<file path="config.mk">
export PLATFORM = sky130hd
export DESIGN_NAME = alu_subsystem
export DESIGN_NICKNAME = d
export VERILOG_FILES = /design/src/verilog/alu_pkg.sv /design/src/verilog/alu_core.sv /design/src/verilog/alu_subsystem.sv /design/src/verilog/error_status_regs.sv /design/src/verilog/isqrt_unit.sv
export VERILOG_INCLUDE_DIRS = /design/src /design/src/verilog
export SDC_FILE = /design/constraint.sdc
export NUM_CORES = 1
export LEC_CHECK = 0
export BUFFER_PORTS_ARGS = -buffer_cell sky130_fd_sc_hd__buf_2
export CORE_ASPECT_RATIO = 1.4
export CORE_UTILIZATION = 37
export CTS_CLUSTER_SIZE = 12
export DETAILED_ROUTE_END_ITERATION = 10
export GPL_TIMING_DRIVEN = 0
export RECOVER_POWER = 50
export SYNTH_ARGS = -nofsm -noshare
export SYNTH_HDL_FRONTEND = slang
export SYNTH_HIERARCHICAL = 1
export SYNTH_SLANG_ARGS = --single-unit
</file>
<file path="constraint.sdc">
create_clock -name clk -period 6.5 [get_ports clk]
set_input_delay 1.3 -clock clk [delete_from_list [all_inputs] [get_ports clk]]
set_output_delay 1.3 -clock clk [all_outputs]
set_load 0.01 [all_outputs]
</file>
<file path="src/verilog/alu_config.svh">
// ALU configuration constants
`ifndef ALU_CONFIG_SVH
`define ALU_CONFIG_SVH

// Datapath
`define ALU_DATA_W            8
`define ALU_NUM_OPS           6

// Host register port
`define ALU_REG_ADDR_W        2
`define ALU_REG_OP_ENABLE     2'd0
`define ALU_REG_SQRT_LIMIT    2'd1
`define ALU_REG_ERR_FLAGS     2'd2
`define ALU_REG_ERR_COUNT     2'd3

// Register reset values
`define ALU_OP_ENABLE_RESET   6'b11_1111
`define ALU_SQRT_LIMIT_RESET  8'd225

`endif

</file>
<file path="src/verilog/alu_pkg.sv">
// ALU operation and error types
package alu_pkg;

  // Error codes reported with every result
  typedef enum logic [3:0] {
    ERR_NONE         = 4'h0,  // Clean result
    ERR_DIVIDE_ZERO  = 4'h1,  // Zero divisor on div or mod
    ERR_OVERFLOW     = 4'h2,  // Add or mul saturated high
    ERR_UNDERFLOW    = 4'h3,  // Sub saturated low
    ERR_INVALID_OP   = 4'h4,  // Undefined or masked operation
    ERR_OUT_OF_RANGE = 4'h5,  // Sqrt input above limit
    ERR_TIMEOUT      = 4'h6,  // Reserved, never raised
    ERR_UNKNOWN      = 4'hF   // Reserved, never raised
  } error_code_t;

  // Operation select, codes 6 and 7 are undefined
  typedef enum logic [2:0] {
    OP_ADD  = 3'd0,
    OP_SUB  = 3'd1,
    OP_MUL  = 3'd2,
    OP_DIV  = 3'd3,
    OP_MOD  = 3'd4,
    OP_SQRT = 3'd5
  } operation_t;

endpackage

</file>
<file path="src/verilog/alu_core.sv">
// Checked arithmetic core
`timescale 1ns/1ps
`include "alu_config.svh"

module alu_core import alu_pkg::*; (
  input  logic                      clk,
  input  logic                      reset_n,
  input  logic                      issue,
  input  operation_t                operation,
  input  logic [`ALU_DATA_W-1:0]    data_a,
  input  logic [`ALU_DATA_W-1:0]    data_b,
  input  logic [`ALU_NUM_OPS-1:0]   op_enable,
  input  logic [`ALU_DATA_W-1:0]    sqrt_limit,
  output logic [`ALU_DATA_W-1:0]    result,
  output error_code_t               error_code,
  output logic                      result_valid
);

  logic [`ALU_DATA_W:0]      sum;          // Carry in top bit
  logic [2*`ALU_DATA_W-1:0]  product;
  logic [7:0]                enable_ext;   // Codes 6 and 7 read as disabled
  logic                      op_allowed;
  logic [3:0]                sqrt_root;
  logic [`ALU_DATA_W-1:0]    next_result;
  error_code_t               next_error;

  assign sum     = {1'b0, data_a} + {1'b0, data_b};
  assign product = {{`ALU_DATA_W{1'b0}}, data_a} * {{`ALU_DATA_W{1'b0}}, data_b};

  assign enable_ext = 8'(op_enable);
  assign op_allowed = enable_ext[operation];

  isqrt_unit sqrt_unit (
    .radicand (data_a),
    .root     (sqrt_root)
  );

  // Result and error decision for the operation on the inputs
  always_comb begin
    next_result = '0;
    next_error  = ERR_NONE;

    if (!op_allowed) begin
      next_error = ERR_INVALID_OP;     // Masked or undefined code
    end else begin
      case (operation)
        OP_ADD: begin
          if (sum[`ALU_DATA_W]) begin
            next_result = '1;          // Saturate high
            next_error  = ERR_OVERFLOW;
          end else begin
            next_result = sum[`ALU_DATA_W-1:0];
          end
        end

        OP_SUB: begin
          if (data_a < data_b) begin
            next_error = ERR_UNDERFLOW;  // Result stays at 0
          end else begin
            next_result = data_a - data_b;
          end
        end

        OP_MUL: begin
          if (|product[2*`ALU_DATA_W-1:`ALU_DATA_W]) begin
            next_result = '1;
            next_error  = ERR_OVERFLOW;
          end else begin
            next_result = product[`ALU_DATA_W-1:0];
          end
        end

        OP_DIV: begin
          if (data_b == '0) begin
            next_error = ERR_DIVIDE_ZERO;
          end else begin
            next_result = data_a / data_b;
          end
        end

        OP_MOD: begin
          if (data_b == '0) begin
            next_error = ERR_DIVIDE_ZERO;
          end else begin
            next_result = data_a % data_b;
          end
        end

        OP_SQRT: begin
          if (data_a > sqrt_limit) begin
            next_error = ERR_OUT_OF_RANGE;  // Host-programmed limit
          end else begin
            next_result = {4'b0000, sqrt_root};
          end
        end

        default: begin
          next_error = ERR_INVALID_OP;
        end
      endcase
    end
  end

  // Outputs update only on issue and hold in between
  always_ff @(posedge clk or negedge reset_n) begin
    if (!reset_n) begin
      result       <= '0;
      error_code   <= ERR_NONE;
      result_valid <= 1'b0;
    end else begin
      result_valid <= issue;           // One-cycle pulse per issue
      if (issue) begin
        result     <= next_result;
        error_code <= next_error;
      end
    end
  end

endmodule

</file>
<file path="src/verilog/alu_subsystem.sv">
// Checked ALU subsystem top
`timescale 1ns/1ps
`include "alu_config.svh"

module alu_subsystem import alu_pkg::*; (
  input  logic                        clk,
  input  logic                        reset_n,
  input  logic                        issue,
  input  operation_t                  operation,
  input  logic [`ALU_DATA_W-1:0]      data_a,
  input  logic [`ALU_DATA_W-1:0]      data_b,
  output logic [`ALU_DATA_W-1:0]      result,
  output error_code_t                 error_code,
  output logic                        result_valid,
  input  logic                        reg_write,
  input  logic [`ALU_REG_ADDR_W-1:0]  reg_addr,
  input  logic [`ALU_DATA_W-1:0]      reg_wdata,
  output logic [`ALU_DATA_W-1:0]      reg_rdata
);

  logic [`ALU_NUM_OPS-1:0]  op_enable;   // Mask from register block
  logic [`ALU_DATA_W-1:0]   sqrt_limit;

  alu_core core (
    .clk          (clk),
    .reset_n      (reset_n),
    .issue        (issue),
    .operation    (operation),
    .data_a       (data_a),
    .data_b       (data_b),
    .op_enable    (op_enable),
    .sqrt_limit   (sqrt_limit),
    .result       (result),
    .error_code   (error_code),
    .result_valid (result_valid)
  );

  // Records what the core reports and steers it back
  error_status_regs status_regs (
    .clk          (clk),
    .reset_n      (reset_n),
    .reg_write    (reg_write),
    .reg_addr     (reg_addr),
    .reg_wdata    (reg_wdata),
    .reg_rdata    (reg_rdata),
    .result_valid (result_valid),
    .error_code   (error_code),
    .op_enable    (op_enable),
    .sqrt_limit   (sqrt_limit)
  );

endmodule

</file>
<file path="src/verilog/error_status_regs.sv">
// Error status register block
`timescale 1ns/1ps
`include "alu_config.svh"

module error_status_regs import alu_pkg::*; (
  input  logic                        clk,
  input  logic                        reset_n,
  input  logic                        reg_write,
  input  logic [`ALU_REG_ADDR_W-1:0]  reg_addr,
  input  logic [`ALU_DATA_W-1:0]      reg_wdata,
  output logic [`ALU_DATA_W-1:0]      reg_rdata,
  input  logic                        result_valid,
  input  error_code_t                 error_code,
  output logic [`ALU_NUM_OPS-1:0]     op_enable,
  output logic [`ALU_DATA_W-1:0]      sqrt_limit
);

  logic [5:1]               err_flags;    // Bit n holds code n
  logic [`ALU_DATA_W-1:0]   err_count;
  logic [5:1]               flag_set;
  logic [5:1]               flag_clr;
  logic                     err_event;
  logic                     wr_op_enable;
  logic                     wr_sqrt_limit;
  logic                     wr_err_flags;
  logic                     wr_err_count;

  // Write strobes per register
  assign wr_op_enable  = reg_write && (reg_addr == `ALU_REG_OP_ENABLE);
  assign wr_sqrt_limit = reg_write && (reg_addr == `ALU_REG_SQRT_LIMIT);
  assign wr_err_flags  = reg_write && (reg_addr == `ALU_REG_ERR_FLAGS);
  assign wr_err_count  = reg_write && (reg_addr == `ALU_REG_ERR_COUNT);

  assign err_event = result_valid && (error_code != ERR_NONE);

  // One-hot flag for codes 1 to 5 only
  always_comb begin
    for (int n = 1; n <= 5; n++) begin
      flag_set[n] = result_valid && (error_code == error_code_t'(n));
    end
  end

  assign flag_clr = wr_err_flags ? reg_wdata[5:1] : '0;  // Write one to clear

  // Control registers steering the core
  always_ff @(posedge clk or negedge reset_n) begin
    if (!reset_n) begin
      op_enable  <= `ALU_OP_ENABLE_RESET;
      sqrt_limit <= `ALU_SQRT_LIMIT_RESET;
    end else begin
      if (wr_op_enable) begin
        op_enable <= reg_wdata[`ALU_NUM_OPS-1:0];
      end
      if (wr_sqrt_limit) begin
        sqrt_limit <= reg_wdata;
      end
    end
  end

  // Sticky flags where a new error beats a clear of the same bit
  always_ff @(posedge clk or negedge reset_n) begin
    if (!reset_n) begin
      err_flags <= '0;
    end else begin
      err_flags <= (err_flags & ~flag_clr) | flag_set;
    end
  end

  // Error counter stops at all ones
  always_ff @(posedge clk or negedge reset_n) begin
    if (!reset_n) begin
      err_count <= '0;
    end else if (wr_err_count) begin
      err_count <= '0;                 // Any write clears
    end else if (err_event && (err_count != '1)) begin
      err_count <= err_count + `ALU_DATA_W'(1);
    end
  end

  // Combinational read mux
  always_comb begin
    case (reg_addr)
      `ALU_REG_OP_ENABLE:  reg_rdata = 8'(op_enable);
      `ALU_REG_SQRT_LIMIT: reg_rdata = sqrt_limit;
      `ALU_REG_ERR_FLAGS:  reg_rdata = {2'b00, err_flags, 1'b0};
      default:             reg_rdata = err_count;
    endcase
  end

endmodule

</file>
<file path="src/verilog/isqrt_unit.sv">
// Floor square root unit
`timescale 1ns/1ps

module isqrt_unit (
  input  logic [7:0] radicand,
  output logic [3:0] root
);

  // Partial remainder never exceeds 2*root, so 5 bits hold it between steps
  logic [4:0] rem_s  [0:3];
  logic [3:0] root_s [0:4];

  assign rem_s[0]  = '0;
  assign root_s[0] = '0;

  // One restoring step per radicand bit pair, MSB pair first
  for (genvar i = 0; i < 4; i++) begin : g_step
    logic [6:0] shifted;
    logic [6:0] trial;

    assign shifted = {rem_s[i], radicand[7-2*i -: 2]};     // Bring down next pair
    assign trial   = shifted - {1'b0, root_s[i], 2'b01};    // Subtract 4q+1
    assign root_s[i+1] = {root_s[i][2:0], ~trial[6]};       // Digit is 1 if no borrow

    if (i < 3) begin : g_rem
      // Restore on borrow, keep the difference otherwise
      assign rem_s[i+1] = trial[6] ? shifted[4:0] : trial[4:0];
    end
  end

  assign root = root_s[4];

endmodule
</file>
## Word-level counts from Yosys, hierarchy flattened

Index checks and enable logic that the tools add are counted.

- Word-level logic and storage cells: 83
- Flip-flop bits (word level): 40
- Input port bits: 33
- Output and inout port bits: 21

- Bitwise logic cells: 7
- $mul: 1
- Equal/unequal tests: 14
- Reductions and logical operators: 18
- Div/mod/pow operators: 2
- Multiplexer cells: 24
- $add $sub $neg: 7
- Order comparisons: 3

Operators by type and width:

| cell | number |
|---|---|
| $mux W8 | 8 |
| $pmux W8 S6 | 1 |
| $pmux W8 S3 | 1 |
| $mux W5 | 4 |
| $pmux W4 S5 | 1 |
| $mul A8 B8 Y16 | 1 |
| $logic_and A1 B1 Y1 | 11 |
| $add A8 B8 Y9 | 1 |
| $add A8 B1 Y8 const B | 1 |
| $div A8 B8 Y8 | 1 |
| $eq A4 B2 Y1 const B | 2 |
| $eq A4 B3 Y1 const B | 2 |
| $gt A8 B8 Y1 | 1 |
| $logic_not A8 Y1 | 1 |
| $lt A8 B8 Y1 | 1 |
| $mod A8 B8 Y8 | 1 |
| $mux W4 | 2 |
| $ne A8 B8 Y1 const B | 1 |
| $reduce_or A8 Y1 | 1 |
| $sub A8 B8 Y8 | 1 |
| $sub A7 B3 Y7 | 1 |
| $sub A7 B4 Y7 | 1 |
| $sub A7 B5 Y7 | 1 |
| $eq A3 B2 Y1 const B | 2 |
| 20 further kinds | 28 |

## Longest topological paths before layout

- Word-level depth: 11
- Mapped depth: 54
- Depth with buffers taken out: 50

## Hierarchy

Netlist, hierarchy kept.

By module, submodules not included:

| module | seq. area each (um2) | cells each | times used | area an instance (um2) |
|---|---|---|---|---|
| alu_core | 300.3 | 734 | 1 | 5677.9 |
| error_status_regs | 688.2 | 108 | 1 | 1396.3 |
| isqrt_unit | 0.0 | 55 | 1 | 461.7 |

## Worst setup path before layout

OpenSTA, ideal clock, no wires.

- Path kind: input to register
- Start: input data_b[7]
- End: register core.result[3]
- Arrival: 12.268 ns
- Required time: 6.422 ns
- Setup slack: -5.845 ns
- Buffers on the path: 4
- Library setup time: 0.078 ns
- Stages: 49
- Cells stage by stage: buf_2 > nor4_2 > nand2_1 > nor2_1 > a21oi_1 > a21oi_1 > ha_1 > or4b_2 > o311ai_0 > a22oi_1 > ha_1 > nand3_1 > a311oi_4 > a221oi_1 > or2_2 > ha_1 > or3_1 > o221a_2 > [13 not listed] > or3_1 > o21ai_0 > ha_1 > nor3_1 > a211oi_1 > o2bb2ai_1 > clkbuf_1 > o21ai_0 > ha_1 > nor2b_1 > o31a_1 > o211ai_1 > nor3b_1 > buf_2 > nor2_1 > or3_1 > o311a_1 > a21oi_1

- Longest elaborated chain between the ends: 5
- Elaborated cells between the ends (all ways): 14
- Those cells by class: add/sub: 1; mul: 1; div: 2; order compare: 1; mux: 7; reduce/logical: 2

RTL lines:

| what | RTL line | source |
|---|---|---|
| start: declaration | alu_subsystem.sv:11 | `` input logic [`ALU_DATA_W-1:0] data_b, `` |
| parallel branches: the longest is 3 deep, another holds $mod A8 B8 Y8 | n/a |  |
| $pmux W8 S6 * | alu_core.sv:46 | `case (operation)` |
| $mux W8 * | alu_core.sv:43 | `if (!op_allowed) begin` |
| end signal: assignment | alu_core.sv:113 | `result <= next_result;` |
| end: declaration | alu_core.sv:14 | `` output logic [`ALU_DATA_W-1:0] result, `` |

Mark *: on every way between the ends.
A chain may end at the register's enable or synchronous reset.

## Worst setup path after layout

- Start: input data_b[5]
- End: register core.result[3]

The elaborated chain is that of the path after synthesis.

==> impl_metrics.ini <==
[global_route]
grt_use_met1_pct = 25.6
antenna_found_initial = 0
grt_pass1_vias = 7224
grt_pass1_wl_um = 37000
use_met3_pct = 2.33
gr-usage-met2_pct = 42.9
busiest_layer = met2
grt_max_degree = 40
gr-usage-all-layers_pct = 22.9
grt-ovfl-total = 0

[worst_setup_path]
critPathRequiredTime_ns = 6.71
arrival_ns = 11.82
cp_max_fo = 7
start_kind = primary input
cp_slowest_cell = or4b_4
reg2reg_depth = 10
cp-startpoint = data_b[5]
critPathMostFrequentCell = ha_4
cpPeakStageDelay_ns = 0.55
critPathKind = primary input to flip-flop
reg2reg_slack_ns = 3.87
regToRegEndpoint = core/result[2]$_DFFE_PN0P_
critPathCaptureType = flip-flop
r2r-start = status_regs/sqrt_limit[7]$_DFFE_PN1P_

[min_path]
min_from = status_regs/err_flags[4]$_DFF_PN0_
hp-class = flip-flop to flip-flop
hold_end = status_regs/err_flags[4]$_DFF_PN0_
holdPathStages = 1

[timing]
slew_headroom_pct = -40.9
clock_skew_ns = 0.00264
worst_slew_pin_slew_ns = 2.11
rsz0062_at_grt = true
setup_ws_ns = -5.11
finalMaxSlewViolations = 40
setup_viol = 8
fmax_ghz = 0.0861
finalHoldWorstSlack_ns = 0.509
finalCriticalPeriod_ns = 11.61
fin_setup_tns_ns = -39.82
hold_violations = 0
fin_crit_sh_pct = 179

[logic_synthesis]
avgSynthCellArea_um2 = 8.40
synth_edf_count = 0
synth_ff_type = dfrtp_1
async_flop_share_pct = 100
synth_seq_area_share_pct = 13.1
syn-cell-area_um2 = 7540
synth_warnings = 6
syn_nets = 1074
synth_cells = 897
synth-seq-cells = 39
yosysUniqueCellTypes = 93

[routing]
vias = 7280
routedWlPerCell_um = 19.2
drt_iter0_drc = 370
drt-vias-per-instance = 5.76
drt.antenna.violating_nets = 0
routed_wirelength_um = 24200
first_pass_iters = 5
drc = 0

[floorplanning]
die_y_um = 171
start_util_pct = 37.8
coreArea_um2 = 19900
die_w_um = 123
rows = 61
die_area_um2 = 21000
io_pins = 54

[layout]
diodes = 0
final_util_pct = 48.0
nFillCells = 1879
layout_common_cells = inv_1 (99), ha_1 (88), nor2_1 (76)
nNetsFinal = 1187
final_common_cell = inv_1
area_growth_pct = 26.9
drive_above_1_share_pct = 28.4

[placement]
gp_congestion = 0.897
hpwl_um = 18500
port_buffers = 50

[outcome]
status = finished with violations
violations = max-capacitance violations, max-slew violations, negative setup slack

[power]
p_per_area_nw_per_um2 = 214
p_leak_nw = 4.26
peakVddDrop_v = 0.000262

[cts]
tritoncts = yes
clock_sinks = 39
cts_made_buffers = 5
clk_pin_slew_ns = 0.06
ctsHtreeMaxLevel = 2
clock_path_buffers = 2
insertion_delay_ns = 0.28
cts_root_buf = clkbuf_16

[run]
cap_violations = 1
[registers in the layout (all words and copies together), names as in the netlist]
signal,cells
status_regs/err_count,8
core/result,8
core/result_valid,1
status_regs/op_enable,6
core/error_code,3
status_regs/sqrt_limit,8
status_regs/err_flags,5
[worst max-delay path by stage]
| stage | to | slack, ns | depth (start not counted) |
|---|---|---|---|
| floorplan | core/result[3]$_DFFE_PN0P_ | -4.65 | 48 |
| global placement | core/result[3]$_DFFE_PN0P_ | -6.63 | 50 |
| detailed placement | core/result[3]$_DFFE_PN0P_ | -6.62 | 47 |
| CTS | core/result[3]$_DFFE_PN0P_ | -5.49 | 47 |
| global route | core/result[3]$_DFFE_PN0P_ | -5.52 | 50 |
| finish | core/result[3]$_DFFE_PN0P_ | -5.11 | 49 |
[per-stage QoR]
stage | instance area (µm²) | cells | total power, W | setup WS, ns
after floorplan | 7750 | 897 | 0.00123 | -4.65
after global placement | 8320 | 1199 | 0.00154 | -6.63
after detailed placement | 8320 | 1199 | 0.00155 | -6.62
after CTS | 8800 | 1226 | 0.00190 | -5.49
after global routing | 9570 | 1263 | 0.00221 | -5.52
final | 9570 | 1263 | 0.00205 | -5.11
[cells in the mapped netlist (12+ instances only)]
master,n,area share (%)
nor2_1,85,4.2
fa_1,39,10
inv_1,104,5.2
nor3_1,30,2.0
o21ai_0,32,2.1
mux2_2,17,2.5
dfrtp_1,29,9.6
nand2b_1,12,1.0
a21o_1,14,1.4
clkbuf_1,15,0.75
nor2b_1,17,1.4
xor2_1,12,1.4
nand3_1,15,1.0
o21a_1,19,1.9
ha_1,105,17
and2_1,21,1.7
a21oi_1,44,2.9
nand2_1,58,2.9
xnor2_1,23,2.7
[routing by layer]
metal	up-vias	wire [µm]
li1	3454	-
met1	3513	9180
met2	234	12900
met3	79	1000
met4	0	1110
met5	-	0
[kinds of logic after synthesis]
kind of cell	Yosys count	share of synthesized area (%)
DFF	39	13.1
AOI/OAI and AO/OA	217	21.9
and+or+nand+nor	296	20.3
buffers and inverters	130	6.82
other	1	0.0498
muxes	35	5.99
xor gates and xnor gates	35	4.07
adders and majority gates	144	27.8
[critical path: cells and delay by family]
family	cells	cell delay, ns
mux	3	0.97
simple gates	15	3.42
compound gates	17	3.53
fa+ha+maj	7	1.72
buf+inv	7	0.84
[power by group]
| group | switching (W) | internal, W |
|---|---|---|
| Sequential | 0.0000507 | 0.000293 |
| Combinational | 0.000773 | 0.000652 |
| Clock | 0.0000997 | 0.000181 |
[final cells by class]
| type | count | area [µm²] | share of cell area, % |
|---|---|---|---|
| clock buffers | 5 | 125 | 1.31 |
| well taps | 252 | 315 | 3.30 |
| inverters | 104 | 402 | 4.20 |
| flip-flops and latches | 39 | 988 | 10.3 |
| repair buffers | 107 | 768 | 8.03 |
| multi-input cells | 728 | 6760 | 70.7 |
| clock inverters | 3 | 43.8 | 0.458 |
| plain buffers | 25 | 164 | 1.71 |
[timing repair]
action,4_1_cts,5_1_grt
gates resized for setup,33,107
setup buffers,19,38
pin swaps,17,53
hold buffers,0,0
endpoints found under the setup margin,9,9
(Power assumes the default switching activity.)
